[config.mk]
export PLATFORM = sky130hd
export DESIGN_NAME = i2c_slave_phy
export DESIGN_NICKNAME = d
export VERILOG_FILES = /design/src/verilog/eeprom_pkg.sv /design/src/verilog/i2c_slave_phy.sv
export VERILOG_INCLUDE_DIRS = /design/src /design/src/verilog
export SDC_FILE = /design/constraint.sdc
export NUM_CORES = 1
export LEC_CHECK = 0
export BUFFER_PORTS_ARGS = -buffer_cell sky130_fd_sc_hd__buf_2
export CORE_ASPECT_RATIO = 1.75
export CORE_MARGIN = 2
export CORE_UTILIZATION = 47
export CTS_CLUSTER_DIAMETER = 200
export DETAILED_ROUTE_END_ITERATION = 7
export GPL_TIMING_DRIVEN = 1
export PLACE_DENSITY = 0.68
export SYNTH_ARGS = -nofsm -noshare
export SYNTH_HDL_FRONTEND = slang
export SYNTH_SLANG_ARGS = --single-unit
[constraint.sdc]
create_clock -name scl -period 3.6 [get_ports scl]
set_input_delay 0 -clock scl [delete_from_list [all_inputs] [get_ports scl]]
set_output_delay 0 -clock scl [all_outputs]
set_load 0.02 [all_outputs]
[src/verilog/eeprom_defs.svh]
`ifndef EEPROM_DEFS_SVH
`define EEPROM_DEFS_SVH

// array address, block bits above one address byte
`define EE_ADDR_W 11

`define EE_DEPTH 2048

// upper nibble of every control byte
`define EE_DEV_CODE 4'b1010

// flops per bus line before edge detection
`define EE_SYNC_STAGES 2

`endif

[src/verilog/eeprom_pkg.sv]
package eeprom_pkg;

    // control byte as sent on the bus, msb first
    typedef struct packed {
        logic [3:0] dev_code;
        logic [2:0] block;
        logic       rnw;
    } ctrl_fields_t;

    // one received byte, seen as control fields or as address/data
    typedef union packed {
        ctrl_fields_t ctrl;
        logic [7:0]   raw;
    } rx_byte_u;

    // strobes from the bit-level front end
    typedef struct packed {
        logic     start;
        logic     stop;
        logic     byte_done;
        logic     ack_slot_end;
        logic     master_ack;
        rx_byte_u data;
    } bus_event_t;

    typedef enum logic [2:0] {
        IDLE,
        GET_CTRL,
        GET_ADDR,
        GET_DATA,
        SEND_DATA,
        WAIT_ACK,
        IGNORE
    } ctrl_state_e;

endpackage

[src/verilog/i2c_slave_phy.sv]
`include "eeprom_defs.svh"

module i2c_slave_phy
    import eeprom_pkg::*;
(
    input  logic       scl,
    input  logic       arst_n,
    input  logic       i2c_clk,
    input  logic       i2c_dat,
    input  logic       ack_req,
    input  logic       tx_load,
    input  logic [7:0] tx_byte,
    input  logic       tx_active,
    output bus_event_t evt,
    output logic       sda_pull
);

    logic [`EE_SYNC_STAGES-1:0] clk_sync;
    logic [`EE_SYNC_STAGES-1:0] dat_sync;
    logic                       clk_s;
    logic                       dat_s;
    logic                       clk_d;
    logic                       dat_d;
    logic                       clk_rise;
    logic                       clk_fall;
    logic                       start_det;
    logic                       stop_det;
    logic [3:0]                 bit_cnt;
    logic [7:0]                 rx_shift;
    logic [7:0]                 tx_shift;
    logic                       tx_pend;
    logic                       tx_on;
    logic                       ack_sample;

    // idle bus reads high
    always_ff @(posedge scl or negedge arst_n)
    begin
        if (!arst_n)
        begin
            clk_sync <= {`EE_SYNC_STAGES{1'b1}};
            dat_sync <= {`EE_SYNC_STAGES{1'b1}};
            clk_d    <= 1'b1;
            dat_d    <= 1'b1;
        end
        else
        begin
            clk_sync <= {clk_sync[`EE_SYNC_STAGES-2:0], i2c_clk};
            dat_sync <= {dat_sync[`EE_SYNC_STAGES-2:0], i2c_dat};
            clk_d    <= clk_s;
            dat_d    <= dat_s;
        end
    end

    assign clk_s     = clk_sync[`EE_SYNC_STAGES-1];
    assign dat_s     = dat_sync[`EE_SYNC_STAGES-1];
    assign clk_rise  = clk_s & ~clk_d;
    assign clk_fall  = ~clk_s & clk_d;
    assign start_det = clk_s & clk_d & dat_d & ~dat_s;
    assign stop_det  = clk_s & clk_d & ~dat_d & dat_s;

    // bit_cnt counts rising clocks, 9 means inside the ack clock
    always_ff @(posedge scl or negedge arst_n)
    begin
        if (!arst_n)
        begin
            evt        <= '0;
            bit_cnt    <= 4'd0;
            rx_shift   <= 8'h00;
            tx_shift   <= 8'h00;
            tx_pend    <= 1'b0;
            tx_on      <= 1'b0;
            ack_sample <= 1'b0;
            sda_pull   <= 1'b0;
        end
        else
        begin
            evt.start        <= start_det;
            evt.stop         <= stop_det;
            evt.byte_done    <= 1'b0;
            evt.ack_slot_end <= 1'b0;
            evt.master_ack   <= 1'b0;
            if (tx_load)
            begin
                tx_shift <= tx_byte;
                tx_pend  <= 1'b1;
            end
            if (start_det || stop_det)
            begin
                bit_cnt  <= 4'd0;
                tx_pend  <= 1'b0;
                tx_on    <= 1'b0;
                sda_pull <= 1'b0;
            end
            else if (clk_rise)
            begin
                if (bit_cnt < 4'd8)
                begin
                    rx_shift <= {rx_shift[6:0], dat_s};
                    bit_cnt  <= bit_cnt + 4'd1;
                    if (bit_cnt == 4'd7)
                    begin
                        evt.byte_done <= 1'b1;
                        evt.data.raw  <= {rx_shift[6:0], dat_s};
                    end
                end
                else if (bit_cnt == 4'd8)
                begin
                    // low line on the ninth clock is an ack
                    ack_sample <= ~dat_s;
                    bit_cnt    <= 4'd9;
                end
            end
            else if (clk_fall)
            begin
                if (bit_cnt == 4'd8)
                begin
                    sda_pull <= ack_req;
                    tx_on    <= 1'b0;
                end
                else if (bit_cnt == 4'd9)
                begin
                    bit_cnt          <= 4'd0;
                    evt.ack_slot_end <= 1'b1;
                    evt.master_ack   <= ack_sample;
                    if (tx_active && tx_pend)
                    begin
                        sda_pull <= ~tx_shift[7];
                        tx_on    <= 1'b1;
                        tx_pend  <= 1'b0;
                    end
                    else
                    begin
                        sda_pull <= 1'b0;
                    end
                end
                else if (tx_on && tx_active && bit_cnt != 4'd0)
                begin
                    sda_pull <= ~tx_shift[6];
                    tx_shift <= {tx_shift[6:0], 1'b0};
                end
            end
        end
    end

endmodule

# Word level (Yosys, flattened, before mapping)
# Cells that the tools add are included.
dict set report classes {
  addsub 1
  n_lt_le_gt_ge 1
  eq_ne 6
  mux 45
  bitwise_logic 15
  reduce_logical 17
}
# op n
set op_table {}
lappend op_table {{two-way mux 8 bit} 10}
lappend op_table {{two-way mux 4 bit} 7}
lappend op_table {{two-way mux 1 bit} 23}
lappend op_table {{AND reduction 4 bit} 4}
lappend op_table {{nonzero test 3 bit} 4}
lappend op_table {{two-way mux 11 bit} 1}
lappend op_table {{== test 4 bit, second input constant} 2}
lappend op_table {{two-way mux 2 bit} 4}
lappend op_table {{NOT 1 bit} 8}
lappend op_table {{nonzero test 4 bit} 2}
lappend op_table {{bitwise AND 1 bit} 7}
lappend op_table {{AND reduction 3 bit} 2}
lappend op_table {{adder 4 x 1 -> 4 bit, second input constant} 1}
lappend op_table {{== test 4 x 3 -> 1 bit, second input constant} 1}
lappend op_table {{< comparator 4 bit, second input constant} 1}
lappend op_table {{inequality test 4 x 1 -> 1 bit, second input constant} 1}
lappend op_table {{logical AND 1 bit} 3}
lappend op_table {{inequality test 3 bit, second input constant} 1}
lappend op_table {{inequality test 2 x 1 -> 1 bit, second input constant} 1}
lappend op_table {{nonzero test 2 bit} 1}
lappend op_table {{logical OR 1 bit} 1}
dict set report totals {
  regBits 42
  out_inout_bits 14
}

# Logic depth before layout (Yosys ltp)
dict set report logic_depth {
  ltp_word 8
  mapped_depth 7
}

# Worst setup path after synthesis
# OpenSTA, ideal clock, no wires.
dict set report synth_path {
  kind {reg-to-reg}
  startpoint {register clk_sync[1]}
  endpoint {register bit_cnt[0]}
  setup_time_ps 121
  t_arrival_ps 1606
  required_time_ps 3479
  setup_slack_ps 1873
  stages_incl_launch_ff 6
  path_buffers 0
  cell_sequence {dfstp_2 ha_1 inv_1 or3_1 a32o_1 a22o_1}
}
dict set report synth_between {
  elab_chain_cells 6
}
# element line_no
set synth_rtl {}
lappend synth_rtl {{start, declared} i2c_slave_phy.sv:18} ;# logic [`EE_SYNC_STAGES-1:0] clk_sync;
lappend synth_rtl {{start signal, assigned} i2c_slave_phy.sv:40} ;# clk_sync <= {`EE_SYNC_STAGES{1'b1}};
lappend synth_rtl {{start signal, assigned} i2c_slave_phy.sv:47} ;# clk_sync <= {clk_sync[`EE_SYNC_STAGES-2:0], i2c_clk};
lappend synth_rtl {{bitwise AND 1 bit} {i2c_slave_phy.sv:58, i2c_slave_phy.sv:59}}
lappend synth_rtl {{bitwise AND 1 bit, on equally long branches (2 in a row)} {i2c_slave_phy.sv:58, i2c_slave_phy.sv:59}}
lappend synth_rtl {{logical OR 1 bit} i2c_slave_phy.sv:87} ;# if (start_det || stop_det)
lappend synth_rtl {{inequality test 4 x 1 -> 1 bit (no line) (tied with other cells)} n/a}
lappend synth_rtl {{AND reduction 4 bit (no line)} n/a}
lappend synth_rtl {{end signal, assigned} i2c_slave_phy.sv:99} ;# bit_cnt <= bit_cnt + 4'd1;
lappend synth_rtl {{end, declared} i2c_slave_phy.sv:28} ;# logic [3:0] bit_cnt;
# Several ways; a longest one is shown, not always the timed one.
# A chain may end at the register's enable or synchronous reset.

# Worst setup path after layout
dict set report layout_path {
  startpoint {register clk_sync[1]}
  endpoint {register evt[0] in the netlist's numbering}
}
dict set report layout_between {
  elab_chain_cells 6
}
# element line_no
set layout_rtl {}
lappend layout_rtl {{bitwise AND 1 bit} {i2c_slave_phy.sv:58, i2c_slave_phy.sv:59}}
lappend layout_rtl {{bitwise AND 1 bit, on equally long branches (2 in a row)} {i2c_slave_phy.sv:58, i2c_slave_phy.sv:59}}
lappend layout_rtl {{logical OR 1 bit} i2c_slave_phy.sv:87}
lappend layout_rtl {{NOT 1 bit (no line)} n/a}
lappend layout_rtl {{AND reduction 4 bit (no line) *} n/a}
lappend layout_rtl {{end, declared} i2c_slave_phy.sv:14} ;# output bus_event_t evt,
# Every way passes the cells marked *; elsewhere a longest branch is shown, timed or not.

==> out/metrics.yaml <==
grt_pass1_vias: 1355
fin_crit_sh_pct: 68.8
antenna_cells: 0
fp.dieW_um: 52.0
dp_hpwl_um: 2570
comb_power_share_pct: 13.7
drv_cap: 0
switching_share_pct: 24.1
p_total_uw: 1200
final_common_cell: "dfrtp_1"
core_area_um2: 3870
antenna_found_initial: 0
antenna_left: 0
ys_ff_latch: 42
yosysWarnings: 0
vias: 1293
setup_viol: 0
pre_cts_ws_ns: 1.10
final_cell_mix: "dfrtp_1 (36), buf_2 (28), mux2_2 (16), nor2_1 (14), a21oi_1 (10)"
htreeDepth: 2
io_buffer_count: 28
fin_skew_ns: 0.00569
syn_area_um2: 1890
worstPathCellList: "ha_1, nor2b_1, nand3_2, mux2_2"
critPathCapture: "evt[0]$_DFFE_PN0P_"
pwr-share-clk_pct: 37.7
rsz0062_at_grt: "no"
synth_cell_types: 41
synth_ff_type: "dfrtp_1"
drtIter0Drc: 27
drc: 0
switching_power_uw: 288
fin_crit_ns: 2.48
max_freq_mhz: 404
clock_latency_ns: 0.29
grt_first_pass_wirelength_um: 6220
async_flop_share_pct: 100
synth_edf_count: 0
gp_congestion: 0.833
leakagePower_uw: 0.00108
worstSetupEndpointType: "flop"
fin_ws_ns: 1.12
critPathLaunchType: "flop"
maxSlewViolCount: 0
critPathRequiredTime_ns: 3.78
overflow: 0
relSlewSlack_pct: 33.6
die_h_um: 88.0
r2r-start: "clk_sync[1]$_DFF_PN1_"
firstDrtPassIters: 4
start_util_pct: 49.0
setup_tns_ns: 0
io_pins: 29
worst-path-max-fanout: 14
rrSetupSlack_ns: 1.12
nets: 209
slowest_stage: "nor2b_1"
critPathKind: "reg2reg"
cts_tree: "yes"
power_density_nw_per_um2: 539
r2r_end: "evt[0]$_DFFE_PN0P_"
crit_start: "clk_sync[1]$_DFF_PN1_"
wire_per_inst_um: 15.2
numCtsBuffers: 5
clock_sinks: 42
status: "finished clean"
max_stage_delay_ns: 0.66
ys_seq_area_share_pct: 55.9
min_path_type: "in2reg"
irDropWorstVdd_mv: 0.416
clk_pin_slew_worst_paths_ns: 0.08
cts-root-buf: "clkbuf_8"
grt_usage_pct: 18.5
drt-vias-per-instance: 5.46
synthCells: 157
arrival_ns: 2.65
synthToLayoutAreaGrowth_pct: 17.2
seqPwrFrac_pct: 48.6
finalHoldViolCount: 0
rr_worst_depth: 4
avgSynthCellArea_um2: 12.1
worstMarginPinSlew_ns: 0.996
grt_max_degree: 43
cts_setup_buffers: 0
drive_gt1_share_pct: 32.8
syn_nets: 178
routed_wl_um: 3590
cts_buffer_depth: 2
rows: 30
dieArea_um2: 4570
p_int_uw: 908
==> cells by family after synthesis <==
family / share of synthesized area, %
flops: 55.9
simple gates: 11.1
compound gates: 9.92
mux: 14.3
buf+inv: 3.90
fa+ha+maj: 3.97
xor+xnor: 0.925
==> state kept, by name, summed over array words and instances, names as in the netlist <==
name / cells
evt: 13
dat_sync: 2
clk_d: 1
dat_d: 1
tx_pend: 1
bit_cnt: 4
ack_sample: 1
tx_shift: 8
tx_on: 1
sda_pull: 1
rx_shift: 7
clk_sync: 2
==> per-layer routing <==
layer | GRT usage, % | share of wire (%) | vias to the layer above
met1 | 21.7 | 39 | 640
met2 | 31.5 | 55 | 30
met3 | 4.44 | 4.1 | 6
met5 | 0 | 0 | -
li1 | - | - | 617
met4 | 7.89 | 2.1 | 0
==> synthesized netlist by cell type, drive strengths merged, types with 2 or more instances <==
cell,instances,area (um^2)
dfrtp,36,901
mux2,16,180
nor2,14,52.6
a21oi,10,50.1
mux2i,9,90.1
inv,7,26.3
nand2,7,26.3
buf,6,43.8
dfstp,6,158
ha,6,75.1
o21ai,5,25.0
nand3,4,25.0
a32o,3,30.0
nor3,3,15.0
nand2b,2,15.0
nor2b,2,12.5
nor3b,2,15.0
==> through the flow <==
| step | instance area, um^2 | hold WS, ns | util [%] | cells |
|---|---|---|---|---|
| finish | 2220 | 0.00671 | 57.4 | 237 |
| global route | 2220 | 0.0246 | 57.4 | 237 |
| CTS | 2220 | 0.00151 | 57.4 | 237 |
| detailed placement | 2050 | 0.106 | 52.9 | 226 |
| global placement | 2050 | 0.106 | 52.9 | 226 |
| floorplan | 1890 | -0.296 | - | 157 |
==> worst max-delay path, delay by kind of cell (launching register included) <==
family	cells	cell delay, ns
multiplexers	1	0.36
AND/OR/NAND/NOR	2	1.00
adder cells (fa/ha/maj)	1	0.44
flip-flops	1	0.56
==> final cells by class <==
class                           count  area (um^2)
Multi-Input combinational cell    101          761
Clock inverter                      2         60.1
Timing Repair Buffer               31          170
Tap cell                           48         60.1
Inverter                            7         26.3
Clock buffer                        6         82.6
Sequential cell                    42         1060
Fill cell                         337         1650
==> worst min path at each step <==
stage                     cells after the start  slack (ns)                      to  startpoint
after floorplan                               0       -0.30  ack_sample$_DFFE_PN0P_      arst_n
after global placement                        1        0.11   dat_sync[0]$_DFF_PN1_     i2c_dat
after detailed placement                      1        0.11   dat_sync[0]$_DFF_PN1_     i2c_dat
after CTS                                     3       0.002   tx_shift[7]$_DFF_PN0_  tx_byte[7]
after global routing                          3        0.02   tx_shift[5]$_DFF_PN0_  tx_byte[5]
final                                         3       0.007   tx_shift[7]$_DFF_PN0_  tx_byte[7]
==> power groups by stage <==
stage	clock network, uW	registers, uW	logic, uW
floorplan	0	576	121
global placement	0	588	157
detailed placement	0	589	162
CTS	464	581	166
global route	481	591	185
finish	451	581	164
==> timing repair <==
| item | 4_1_cts | 5_1_grt |
|---|---|---|
| hold buffers | 3 | 0 |
| endpoints found under the hold margin | 38 | 0 |
| gates resized for setup | 0 | 0 |
Power figures use the tool's default switching activity.
