===== config.mk =====
export PLATFORM = sky130hd
export DESIGN_NAME = eeprom_ctrl
export DESIGN_NICKNAME = d
export VERILOG_FILES = /design/src/verilog/eeprom_pkg.sv /design/src/verilog/eeprom_ctrl.sv
export VERILOG_INCLUDE_DIRS = /design/src /design/src/verilog
export SDC_FILE = /design/constraint.sdc
export NUM_CORES = 1
export LEC_CHECK = 0
export ABC_AREA = 0
export BUFFER_PORTS_ARGS = -buffer_cell sky130_fd_sc_hd__buf_2
export CAP_MARGIN = 20
export CELL_PAD_IN_SITES_DETAIL_PLACEMENT = 1
export CELL_PAD_IN_SITES_GLOBAL_PLACEMENT = 2
export CORE_MARGIN = 2
export CORE_UTILIZATION = 29
export DETAILED_ROUTE_END_ITERATION = 8
export HOLD_SLACK_MARGIN = 0.06
export PLACE_DENSITY_LB_ADDON = 0.1
export SYNTH_ARGS = -nofsm -noshare
export SYNTH_HDL_FRONTEND = slang
export SYNTH_SLANG_ARGS = --single-unit

===== constraint.sdc =====
create_clock -name scl -period 3.35 [get_ports scl]
set_input_delay 0.67 -clock scl [delete_from_list [all_inputs] [get_ports scl]]
set_output_delay 0.67 -clock scl [all_outputs]
set_load 0.02 [all_outputs]

===== src/verilog/eeprom_defs.svh =====
`ifndef EEPROM_DEFS_SVH
`define EEPROM_DEFS_SVH

// array address, block bits above one address byte
`define EE_ADDR_W 11

`define EE_DEPTH 2048

// upper nibble of every control byte
`define EE_DEV_CODE 4'b1010

// flops per bus line before edge detection
`define EE_SYNC_STAGES 2

`endif


===== src/verilog/eeprom_pkg.sv =====
package eeprom_pkg;

    // control byte as sent on the bus, msb first
    typedef struct packed {
        logic [3:0] dev_code;
        logic [2:0] block;
        logic       rnw;
    } ctrl_fields_t;

    // one received byte, seen as control fields or as address/data
    typedef union packed {
        ctrl_fields_t ctrl;
        logic [7:0]   raw;
    } rx_byte_u;

    // strobes from the bit-level front end
    typedef struct packed {
        logic     start;
        logic     stop;
        logic     byte_done;
        logic     ack_slot_end;
        logic     master_ack;
        rx_byte_u data;
    } bus_event_t;

    typedef enum logic [2:0] {
        IDLE,
        GET_CTRL,
        GET_ADDR,
        GET_DATA,
        SEND_DATA,
        WAIT_ACK,
        IGNORE
    } ctrl_state_e;

endpackage


===== src/verilog/eeprom_ctrl.sv =====
`include "eeprom_defs.svh"

module eeprom_ctrl
    import eeprom_pkg::*;
(
    input  logic                  scl,
    input  logic                  arst_n,
    input  bus_event_t            evt,
    input  logic [7:0]            rdata,
    output logic                  ack_req,
    output logic                  tx_load,
    output logic [7:0]            tx_byte,
    output logic                  tx_active,
    output logic                  we,
    output logic [`EE_ADDR_W-1:0] waddr,
    output logic [7:0]            wdata,
    output logic                  re,
    output logic [`EE_ADDR_W-1:0] raddr
);

    ctrl_state_e           state;
    logic [`EE_ADDR_W-1:0] ptr;
    logic [2:0]            blk;
    logic [`EE_ADDR_W-1:0] rd_addr;
    logic                  byte_in;
    logic                  dev_match;
    logic                  rd_hit;
    logic                  wr_hit;
    logic                  addr_in;
    logic                  data_in;

    assign byte_in   = evt.byte_done & ~evt.start & ~evt.stop;
    assign dev_match = (evt.data.ctrl.dev_code == `EE_DEV_CODE);
    assign rd_hit    = byte_in && state == GET_CTRL && dev_match && evt.data.ctrl.rnw;
    assign wr_hit    = byte_in && state == GET_CTRL && dev_match && !evt.data.ctrl.rnw;
    assign addr_in   = byte_in && state == GET_ADDR;
    assign data_in   = byte_in && state == GET_DATA;

    // read block comes from the control byte, low byte from the pointer
    assign rd_addr = {evt.data.ctrl.block, ptr[7:0]};

    // array output is registered, so it is valid together with tx_load
    assign tx_byte = rdata;

    always_ff @(posedge scl or negedge arst_n)
    begin
        if (!arst_n)
        begin
            state     <= IDLE;
            ptr       <= '0;
            ack_req   <= 1'b0;
            tx_load   <= 1'b0;
            tx_active <= 1'b0;
            we        <= 1'b0;
            re        <= 1'b0;
        end
        else
        begin
            we      <= data_in;
            re      <= rd_hit;
            tx_load <= re;
            if (evt.ack_slot_end)
            begin
                ack_req <= 1'b0;
            end
            if (evt.stop)
            begin
                state     <= IDLE;
                tx_active <= 1'b0;
                ack_req   <= 1'b0;
            end
            else if (evt.start)
            begin
                state     <= GET_CTRL;
                tx_active <= 1'b0;
                ack_req   <= 1'b0;
            end
            else if (rd_hit)
            begin
                ack_req   <= 1'b1;
                tx_active <= 1'b1;
                ptr       <= rd_addr + 1'b1;
                state     <= SEND_DATA;
            end
            else if (wr_hit)
            begin
                ack_req <= 1'b1;
                state   <= GET_ADDR;
            end
            else if (addr_in)
            begin
                ack_req <= 1'b1;
                ptr     <= {blk, evt.data.raw};
                state   <= GET_DATA;
            end
            else if (data_in)
            begin
                // no page writes, later bytes get no ack
                ack_req <= 1'b1;
                ptr     <= ptr + 1'b1;
                state   <= IGNORE;
            end
            else if (byte_in && state == GET_CTRL)
            begin
                state <= IGNORE;
            end
            else if (byte_in && state == SEND_DATA)
            begin
                state <= WAIT_ACK;
            end
            else if (evt.ack_slot_end && state == WAIT_ACK)
            begin
                // an ack asks for a second byte, which is not served
                tx_active <= 1'b0;
                state     <= evt.master_ack ? IGNORE : IDLE;
            end
        end
    end

    always_ff @(posedge scl)
    begin
        if (wr_hit)
        begin
            blk <= evt.data.ctrl.block;
        end
        if (rd_hit)
        begin
            raddr <= rd_addr;
        end
        if (data_in)
        begin
            waddr <= ptr;
            wdata <= evt.data.raw;
        end
    end

endmodule


# Word-level counts from Yosys, hierarchy flattened

Index checks and enable logic that the tools add are counted.
Widths: inputs -> output; s select.

Add/sub/neg operators: 2
Eq/ne operators: 12
Multiplexer cells: 30
Bitwise gates (word level): 4
Reductions and logical operators: 15

Operators with widths:

| operator              | count |
|---|---|
| $mux 11               | 4 |
| $mux 3                | 10 |
| $add 11x1->11 const B | 2 |
| $ne 4x4->1 const B    | 5 |
| $mux 1                | 16 |
| $reduce_bool 9->1     | 1 |
| $logic_and 1x1->1     | 8 |
| $reduce_bool 7->1     | 1 |
| $eq 3x2->1 const B    | 2 |
| $eq 3x3->1 const B    | 2 |
| $reduce_and 6->1      | 1 |
| $eq 4x4->1 const B    | 1 |
| $reduce_and 4->1      | 1 |
| $reduce_bool 4->1     | 1 |
| $eq 3x1->1 const B    | 1 |
| $reduce_bool 3->1     | 1 |
| $and 1x1->1           | 2 |
| $ne 2x2->1 const B    | 1 |
| $not 1->1             | 2 |
| $logic_not 1->1       | 1 |

Register bits after elaboration: 52
Input port bits: 23
Output and inout port bits: 43
Logic and storage cells: 74

# Depth between registers and ports, before layout

Gate-level depths: netlist of the first run.

Depth in word-level cells: 12
Depth in mapped cells: 7
Mapped depth without buffers: 6

# Worst setup path before layout of the first run

Ideal clock, no wire load.

Path type: input to register
Start point: input evt[12] (netlist bit)
End point: register waddr[0], enable pin
Setup time: 0.396 ns
Data arrival time: 2.111 ns
Data required time: 2.954 ns
Slack: 0.843 ns
Cell stages on the path: 3
Path buffers: 0
Cells stage by stage: nor4b_4 nand2_2 nor2_1

Longest elaborated chain between the ends: 4

Ends and longest elaborated chain:

| item                       | RTL line           | source |
|---|---|---|
| start: declaration         | eeprom_ctrl.sv:8   | `input bus_event_t evt,` |
| $not 1->1 (no source line) | --                 |  |
| $and 1x1->1 (2 in series)  | eeprom_ctrl.sv:32  | `assign byte_in = evt.byte_done & ~evt.start & ~evt.stop;` |
| $logic_and 1x1->1          | eeprom_ctrl.sv:37  | `assign data_in = byte_in && state == GET_DATA;` |
| via data_in                | eeprom_ctrl.sv:30  | `logic data_in;` |
| end signal: assignment     | eeprom_ctrl.sv:132 | `waddr <= ptr;` |
| end: declaration           | eeprom_ctrl.sv:15  | `` output logic [`EE_ADDR_W-1:0] waddr, `` |

The timed path passes the listed nets, and every way through them passes these cells.
A chain may end at the register's enable or synchronous reset.

# Worst setup path after layout of the first run

Start point: register state[2]
End point: register waddr[1], enable pin

Longest elaborated chain between the ends: 2

Ends and longest elaborated chain:

| item                     | RTL line           | source |
|---|---|---|
| start: declaration       | eeprom_ctrl.sv:21  | `ctrl_state_e state;` |
| start signal: assignment | eeprom_ctrl.sv:115 | `state <= evt.master_ack ? IGNORE : IDLE;` |
| $eq 3x2->1               | eeprom_ctrl.sv:37  |  |
| $logic_and 1x1->1        | eeprom_ctrl.sv:37  |  |
| via data_in              | eeprom_ctrl.sv:30  |  |

The timed path passes the listed nets, and every way through them passes these cells.

==> results.toml, run 1 <==
[sta]
drv_slew = 0
hold_violations = 0
clock_skew_ns = 0.005573
clock.fmax_mhz = 446.0
fin_crit_sh_pct = 66.94
min_period_ns = 2.242
tightestPinTransition_ns = 0.5742
rsz0062_at_grt = "false"
maxSlewHeadroom_pct = 61.72
setup_tns_ns = 0
whs_ns = 0.3194
setup_viol = 0

[clock_tree]
clk_latency_ns = 0.30
clkTransAtPathRegs_ns = 0.09
hold_buffers = 0
post_cts_buffers = 0
ctsResizeCount = 0
cts.sinks = 52
cts_buffer_depth = 2
cts_root_buf = "clkbuf_8"
htree_levels = 2
cts_tree = "done"
cts_buffers = 5

[global_route]
grt_util_all_layers_pct = 13.57
antenna_found_initial = 0
use_met3_pct = 3.465
use_met2_pct = 23.44
grt_pass1_vias = 1670
grt_use_met1_pct = 15.84
grt_first_pass_wirelength_mm = 8.907
overflow = 0
grt_start_max_net_pins = 20
grt.busiest_layer = "met2"

[logic_synthesis]
syn_area_um2 = 2308
yosysSeqAreaShare_pct = 63.52
synth_cell_types = 48
synth-xor-area-share_pct = 2.656
synth_compound_area_share_pct = 12.20
synthAdderAreaFrac_pct = 0.5420
syn_area_per_cell_um2 = 12.97
synth_fp_nets = 202
syn_inst = 178
ys_ff_latch = 52
synth_top_family_by_area = "simple AND/OR/NAND/NOR gates"
yosysWarnings = 0
synthSimpleGateAreaFrac_pct = 14.53
synth.area.mux_share_pct = 1.355

[worst_setup_path]
cp-end-kind = "flop"
r2r_start = "state[2]"
endpoint = "waddr[1]"
ff2ff_setup_slack_ns = 1.11
required_ns = 3.34
reg2regPathDepth = 4
crit_path_start = "state[2]"
slowest_stage = "nor4b_4"
critPathKind = "flop to flop"
critPathBufInv = 1
r2r_end = "waddr[1]"
cp-start-kind = "flop"
worstPathArrival_ns = 2.24
critPathTopFamily = "simple AND/OR/NAND/NOR gates"
crit_fanout = 15
cp.depth = 4
max_stage_delay_ns = 0.60
path_cells = "nor4b_4 > nand2_2 > nor2_2 > buf_4"

[drt]
first_iter_violations = 89
drc_errors = 0
vias_per_cell = 4.852
vias = 1572
totalWireLength_mm = 5.687
ant_nets = 0
first_pass_iters = 4
wl_per_cell_um = 17.55

[floorplan]
initial_utilization_pct = 29.87
design.core.area_um2 = 7727
rows = 32
dieWidth_um = 93.22
dieArea_um2 = 8690
io_pins = 66
die_h_um = 93.22

[power]
power_density_nw_per_um2 = 459.9
p_total_mw = 1.237
leakage_nw = 1.107
ir_drop_mv = 0.1231

[placement]
dp_hpwl_mm = 4.139
place.port_buffers = 49
routabilityCongestion = 0.8010

[flow_run]
cap_viol_max_count = 0

[cells_and_area]
area_growth_pct = 16.53
drive_gt1_share_pct = 31.53
diodes = 0
layout.nets = 245

[status]
status = "complete, no violations"

[hold_path]
hold_path.class = "input port to async pin"
==> power breakdown <==
group	leakage, nW	switching (mW)	internal, mW	total, mW
logic	0.466	0.0459	0.0385	0.0844
clock network	0.0541	0.204	0.221	0.425
registers	0.587	0.0284	0.699	0.728
==> layer usage <==
layer  vias to the layer above  wire length (um)
li1                        745                 -
met3                        16               238
met2                        47              2893
met5                         -                 0
met1                       764              2409
met4                         0               145
==> cells by family (layout without fill, tap and decap cells) <==
logic type / count (synthesis) / in the layout
flops: 52 / 52
compound gates: 41 / 41
buf+inv: 16 / 60
mux: 3 / 3
fa+ha+maj: 1 / 1
simple gates: 58 / 58
xor+xnor: 7 / 7
==> worst min path at each step <==
stage / cells after the start / startpoint / slack (ns) / end
after global placement: 0 / re / 0.36 / tx_load
after detailed placement: 0 / re / 0.38 / tx_load
after global routing: 1 / arst_n / 0.34 / tx_active
after CTS: 1 / arst_n / 0.33 / state[2]
final: 1 / arst_n / 0.32 / tx_active
after floorplan: 0 / arst_n / 0.37 / ack_req
==> synthesized netlist by cell type (all sizes together) <==
| master | number | area (um^2) |
|---|---|---|
| edfxtp | 33 | 991.0 |
| dfrtp | 19 | 475.5 |
| nand2 | 18 | 70.07 |
| a21oi | 13 | 65.06 |
| nor2 | 13 | 51.30 |
| buf | 12 | 95.08 |
| nand3 | 8 | 52.55 |
| o21ai | 5 | 28.77 |
| xnor2 | 5 | 43.79 |
| nor3 | 4 | 20.02 |
| o22ai | 4 | 38.79 |
| a2bb2oi | 3 | 26.28 |
| a31oi | 3 | 18.77 |
| and4 | 3 | 26.28 |
| o21a | 3 | 22.52 |
| a211oi | 2 | 15.01 |
| a22oi | 2 | 15.01 |
| clkbuf | 2 | 17.51 |
| inv | 2 | 7.500 |
| mux2i | 2 | 20.02 |
| nand2b | 2 | 12.51 |
| nand4 | 2 | 12.51 |
| nand4b | 2 | 17.52 |
| xor2 | 2 | 17.52 |
| a211o | 1 | 8.760 |
| a221o | 1 | 10.01 |
| a32oi | 1 | 8.760 |
| and2b | 1 | 8.760 |
| and3 | 1 | 6.260 |
| and3b | 1 | 10.01 |
| ha | 1 | 12.51 |
| mux2 | 1 | 11.26 |
| nor4b | 1 | 23.77 |
| nor4bb | 1 | 10.01 |
| o21bai | 1 | 7.510 |
| o22a | 1 | 8.760 |
| o31ai | 1 | 7.510 |
| or4b | 1 | 13.76 |
==> placed cells by master, fill, tap and decap left out, types with 4 or more instances in the layout <==
master / Yosys / layout
nand3_1: 7 / 7
nor2_1: 12 / 11
buf_2: 1 / 49
edfxtp_1: 33 / 33
clkbuf_8: 1 / 5
dfrtp_1: 19 / 19
a21oi_1: 13 / 13
nand2_1: 17 / 17
xnor2_1: 5 / 5
nor3_1: 4 / 4
==> sequential cells by signal, summed over array words and instances (netlist names) <==
| signal | count |
|---|---|
| ack_req | 1 |
| blk | 3 |
| ptr | 11 |
| raddr | 11 |
| re | 1 |
| state | 3 |
| tx_active | 1 |
| tx_load | 1 |
| waddr | 11 |
| wdata | 8 |
| we | 1 |
==> final cells by class <==
cell class	instances	area (um^2)
Clock buffer	5	68.82
Clock inverter	3	42.54
Fill cell	847	5037
Inverter	2	7.507
Multi-Input combinational cell	110	724.4
Sequential cell	52	1466
Tap cell	102	127.6
Timing Repair Buffer	50	252.7
==> worst reg2reg max path, delay by kind of cell, from the launching register on <==
family        cells  cell delay [ns]
simple gates      3             1.10
flops             1             0.51
buf+inv           1             0.32
==> metrics by stage <==
stage / cells / cell area [um^2] / setup slack [ns] / utilization [%]
global route: 324 / 2690 / 0.9472 / 34.81
finish: 324 / 2690 / 1.108 / 34.81
global placement: 316 / 2579 / 0.8880 / 33.37
CTS: 324 / 2690 / 1.087 / 34.81
detailed placement: 316 / 2579 / 0.8103 / 33.37
floorplan: 178 / 2308 / 0.8428 / -
No activity file was read; power rests on OpenSTA's default activity.
==> run 2: changes to the inputs <==
==> constraint.sdc (replaced) <==
create_clock -name scl -period 2.2 [get_ports scl]
set_input_delay 0.44 -clock scl [delete_from_list [all_inputs] [get_ports scl]]
set_output_delay 0.44 -clock scl [all_outputs]
set_load 0.02 [all_outputs]
==> results.toml, run 2 (synthesized netlist as in run 1, its figures left out) <==
[drt]
wl_per_cell_um = 17.15
drc_errors = 0
ant_nets = 0
first_iter_violations = 53
totalWireLength_mm = 5.678
vias_per_cell = 4.897
vias = 1621
first_pass_iters = 4

[worst_setup_path]
crit_fanout = 7
max_stage_delay_ns = 0.48
cp-end-kind = "flop"
path_cells = "ha_1 > nand4_1 > nor2_1 > nand3_1 > xnor2_1 > a221o_1"
ff2ff_setup_slack_ns = 0.26
r2r_end = "ptr[10]"
critPathKind = "flop to flop"
worstPathArrival_ns = 2.14
reg2regPathDepth = 6
cp-start-kind = "flop"
slowest_stage = "dfrtp_1"
r2r_start = "ptr[0]"
required_ns = 2.39

[clock_tree]
cts_tree = "done"
clkTransAtPathRegs_ns = 0.10
ctsResizeCount = 0
clk_latency_ns = 0.30
cts.sinks = 52
cts_buffers = 5
post_cts_buffers = 0
hold_buffers = 0
cts_root_buf = "clkbuf_8"
cts_buffer_depth = 2
htree_levels = 2

[flow_run]
cap_viol_max_count = 0

[cells_and_area]
reg_top3 = "ptr: 11 flops, raddr: 11 flops, waddr: 11 flops"
drive_gt1_share_pct = 33.62
layout.nets = 252
layout_common_cells = "buf_2, edfxtp_1, dfrtp_1"
layout_commonest_cell = "buf_2"
area_growth_pct = 19.78
diodes = 0
final_area_um2 = 2765

[sta]
maxSlewHeadroom_pct = 62.81
drv_slew = 0
clock_skew_ns = 0.007760
setup_tns_ns = 0
whs_ns = 0.09358
setup_viol = 0
clock.fmax_mhz = 514.5
tightestPinTransition_ns = 0.5579
rsz0062_at_grt = "false"
min_period_ns = 1.944
fin_crit_sh_pct = 88.35
hold_violations = 0

[global_route]
grt_start_max_net_pins = 20
antenna_found_initial = 0
overflow = 0
grt_pass1_vias = 1744
grt_first_pass_wirelength_mm = 9.156
grt_util_all_layers_pct = 13.68

[floorplan]
rows = 32
dieWidth_um = 93.22
io_pins = 66
die_h_um = 93.22
dieArea_um2 = 8690
design.core.area_um2 = 7727
initial_utilization_pct = 29.87

[placement]
routabilityCongestion = 0.7964
dp_hpwl_mm = 4.103
place.port_buffers = 49
place_area_um2 = 2644

[power]
combinationalPowerShare_pct = 6.8
switching_power_mw = 0.4288
p_seq_share_pct = 57.5
ir_drop_mv = 0.2835
power_density_nw_per_um2 = 696.5
leakage_nw = 1.155
p_total_mw = 1.926
clkPwrFrac_pct = 35.7
switching_share_pct = 22.26
intPower_mw = 1.497

[status]
status = "complete, no violations"

[hold_path]
hold_path.class = "input port to async pin"
run 2: worst max-delay path, delay by kind of cell, from the launching register on:
family / cells / cell delay [ns]
compound gates: 1 / 0.29
xor+xnor: 1 / 0.14
fa+ha+maj: 1 / 0.29
flops: 1 / 0.48
simple gates: 3 / 0.64
run 2: layer usage:
layer,vias up,share of wire (%),global-route usage (%)
met5,-,0,0
met4,0,1.7,6.250
met3,10,3.4,1.853
met2,38,50,22.48
met1,815,45,17.91
li1,758,-,-
run 2: power by group through the flow:
stage	Sequential (mW)	Combinational [mW]	Clock, mW
after floorplan	1.11	0.107	0
after global placement	1.13	0.126	0
after detailed placement	1.13	0.131	0
after CTS	1.11	0.132	0.710
after global routing	1.12	0.146	0.734
final	1.11	0.130	0.688
run 2: how the worst max path moves through the flow:
stage | end | cells past startpoint | startpoint
6_report | ptr[10] | 6 | ptr[0]
5_1_grt | ptr[10] | 6 | ptr[0]
4_1_cts | ptr[10] | 6 | ptr[0]
3_5_place_dp | ptr[10] | 6 | ptr[0]
3_3_place_gp | ptr[2] | 8 | evt[7]
2_1_floorplan | waddr[0] | 4 | state[2]
run 2: through the flow:
| stage | instances | utilization (%) | setup slack, ns |
|---|---|---|---|
| after floorplan | 178 | - | 0.1737 |
| after CTS | 331 | 35.78 | 0.2458 |
| after detailed placement | 323 | 34.21 | 0.2680 |
| final | 331 | 35.78 | 0.2562 |
| after global routing | 331 | 35.78 | 0.07630 |
| after global placement | 323 | 34.21 | 0.2989 |
run 2: cell type report:
class,instances,area [um^2]
sequential,52,1466
fill,861,4962
clock inverter,2,38.79
inverter,2,7.507
timing repair buffer,57,317.8
clock buffer,6,82.58
multi-input combinational,110,724.4
tap,102,127.6
==> run 3: changes to the inputs <==
--- a/config.mk
+++ b/config.mk
@@ -6,7 +6,7 @@
 export SDC_FILE = /design/constraint.sdc
 export NUM_CORES = 1
 export LEC_CHECK = 0
-export ABC_AREA = 0
+export ABC_AREA = 1
 export BUFFER_PORTS_ARGS = -buffer_cell sky130_fd_sc_hd__buf_2
 export CAP_MARGIN = 20
 export CELL_PAD_IN_SITES_DETAIL_PLACEMENT = 1
==> results.toml, run 3 <==
[floorplan]
design.core.area_um2 = 8175
rows = 33
dieWidth_um = 95.54
die_h_um = 95.54
initial_utilization_pct = 29.72
io_pins = 66
dieArea_um2 = 9127

[drt]
wl_per_cell_um = 14.67
first_pass_iters = 4
first_iter_violations = 69
drc_errors = 0
vias = 1810
totalWireLength_mm = 6.000
ant_nets = 0
vias_per_cell = 4.425

[worst_setup_path]
slowest_stage = "dfrtp_1"
cp.depth = 10
cp_common_cell = "nand2_1"
worstPathArrival_ns = 2.00
critPathTopFamily = "simple AND/OR/NAND/NOR gates"
reg2regPathDepth = 10
cp-end-kind = "flop"
critPathKind = "flop to flop"
path_cells = "ha_1 > nand2_1 > nor2_1 > nand2_1 > nand2_1 > nand2_1 > nand2_1 > nand2_1 > nor2_1 > nor2_2"
max_stage_delay_ns = 0.47
crit_fanout = 6
cp-start-kind = "flop"
critPathBufInv = 0
required_ns = 2.41

[logic_synthesis]
synth.largest_area_cell = "edfxtp_1"
async_flop_share_pct = 36.54
synth_fp_nets = 277
ys_ff_latch = 52
ys.flop_type = "edfxtp_1"
syn_area_per_cell_um2 = 9.604
synth_edf_count = 33
syn_inst = 253
yosysWarnings = 0
synth.most_common_cell = "nand2_1"
yosysSeqAreaShare_pct = 60.35
synth_commonest_cells = "nand2_1, edfxtp_1, inv_1, nor2_1, dfrtp_1"
synthAdderAreaFrac_pct = 0.5149
synth_area_leaders = "edfxtp_1, dfrtp_1, nand2_1"
synth-xor-area-share_pct = 0.7209
synth_cell_types = 25
synth_top_family_by_area = "simple AND/OR/NAND/NOR gates"
syn_area_um2 = 2430
synth_top_area_share_pct = 40.78
synth_compound_area_share_pct = 4.686
synthSimpleGateAreaFrac_pct = 25.54
synth.area.mux_share_pct = 0

[clock_tree]
cts_root_buf = "clkbuf_8"
clkTransAtPathRegs_ns = 0.10
cts.sinks = 52
post_cts_buffers = 0
htree_levels = 2
cts_buffers = 5
cts_tree = "done"
clk_latency_ns = 0.31
ctsResizeCount = 0
cts_buffer_depth = 2
hold_buffers = 0

[cells_and_area]
layout_common_cells = "nand2_1, buf_2, edfxtp_1"
area_growth_pct = 18.07
final_util_pct = 35.09
final_area_um2 = 2869
layout_commonest_cell = "nand2_1"
reg_top3 = "ptr: 11 flops, raddr: 11 flops, waddr: 11 flops"
layout.nets = 327
diodes = 0
drive_gt1_share_pct = 25.00

[global_route]
grt_first_pass_wirelength_mm = 9.722
grt_pass1_vias = 1799
grt_start_max_net_pins = 20
grt_util_all_layers_pct = 14.28
overflow = 0
antenna_found_initial = 0

[sta]
rsz0062_at_grt = "false"
clock.fmax_mhz = 556.2
drv_slew = 0
setup_tns_ns = 0
fin_crit_sh_pct = 81.73
maxSlewHeadroom_pct = 66.57
clock_skew_ns = 0.01368
hold_violations = 0
min_period_ns = 1.798
tightestPinTransition_ns = 0.5015
setup_viol = 0

[power]
leakage_nw = 1.342
ir_drop_mv = 0.2678
power_density_nw_per_um2 = 772.0
p_total_mw = 2.215

[hold_path]
hold_path.class = "input port to async pin"

[placement]
place_area_um2 = 2758
place.port_buffers = 49
routabilityCongestion = 0.7679
dp_hpwl_mm = 4.468

[flow_run]
cap_viol_max_count = 0

[status]
status = "complete, no violations"
## run 3: per-layer routing
metal | up-vias | share of wire (%) | track usage, %
li1 | 916 | - | -
met1 | 852 | 49 | 19.74
met4 | 0 | 1.1 | 3.690
met2 | 35 | 46 | 23.08
met3 | 7 | 3.8 | 2.609
met5 | - | 0 | 0
## run 3: cell families (layout without fill, tap and decap cells)
group                      Yosys count  in the layout
and+or+nand+nor                    135            135
DFF                                 52             52
buffers and inverters               42             93
AOI/OAI and AO/OA                   21             21
xor gates and xnor gates             2              2
adders and majority gates            1              1
## run 3: worst paths after layout
path | slack, ns | to | from
max | 0.40 | ptr[8] | ptr[0]
min in group scl | 0.33 | wdata[6] | evt[6]
max in group asynchronous | 1.76 | ptr[4] | arst_n
min reg2reg | 0.38 | tx_load | re
max reg2reg | 0.40 | ptr[8] | ptr[0]
min | 0.08 | state[0] | arst_n
## run 3: where the power goes
group	leakage [nW]	internal (mW)	switching, mW
clock	0.0541	0.337	0.324
sequential	0.546	1.13	0.112
combinational	0.742	0.114	0.193
total	1.34	1.59	0.629
## run 3: metrics by stage
stage                     setup WS [ns]  cells  hold slack [ns]
after floorplan                  0.5664    253           0.1444
after global placement           0.3501    401           0.3614
after detailed placement         0.3398    401           0.3642
after CTS                        0.3845    409          0.09599
after global routing             0.1812    409           0.1079
final                            0.4020    409          0.08124
## run 3: final cells by class
cell class,count,area (um^2)
clock inverter,3,42.54
tap,105,131.4
fill,990,5306
clock buffer,5,68.82
sequential,52,1466
timing repair buffer,53,275.3
multi-input combinational,159,764.5
inverter,32,120.1
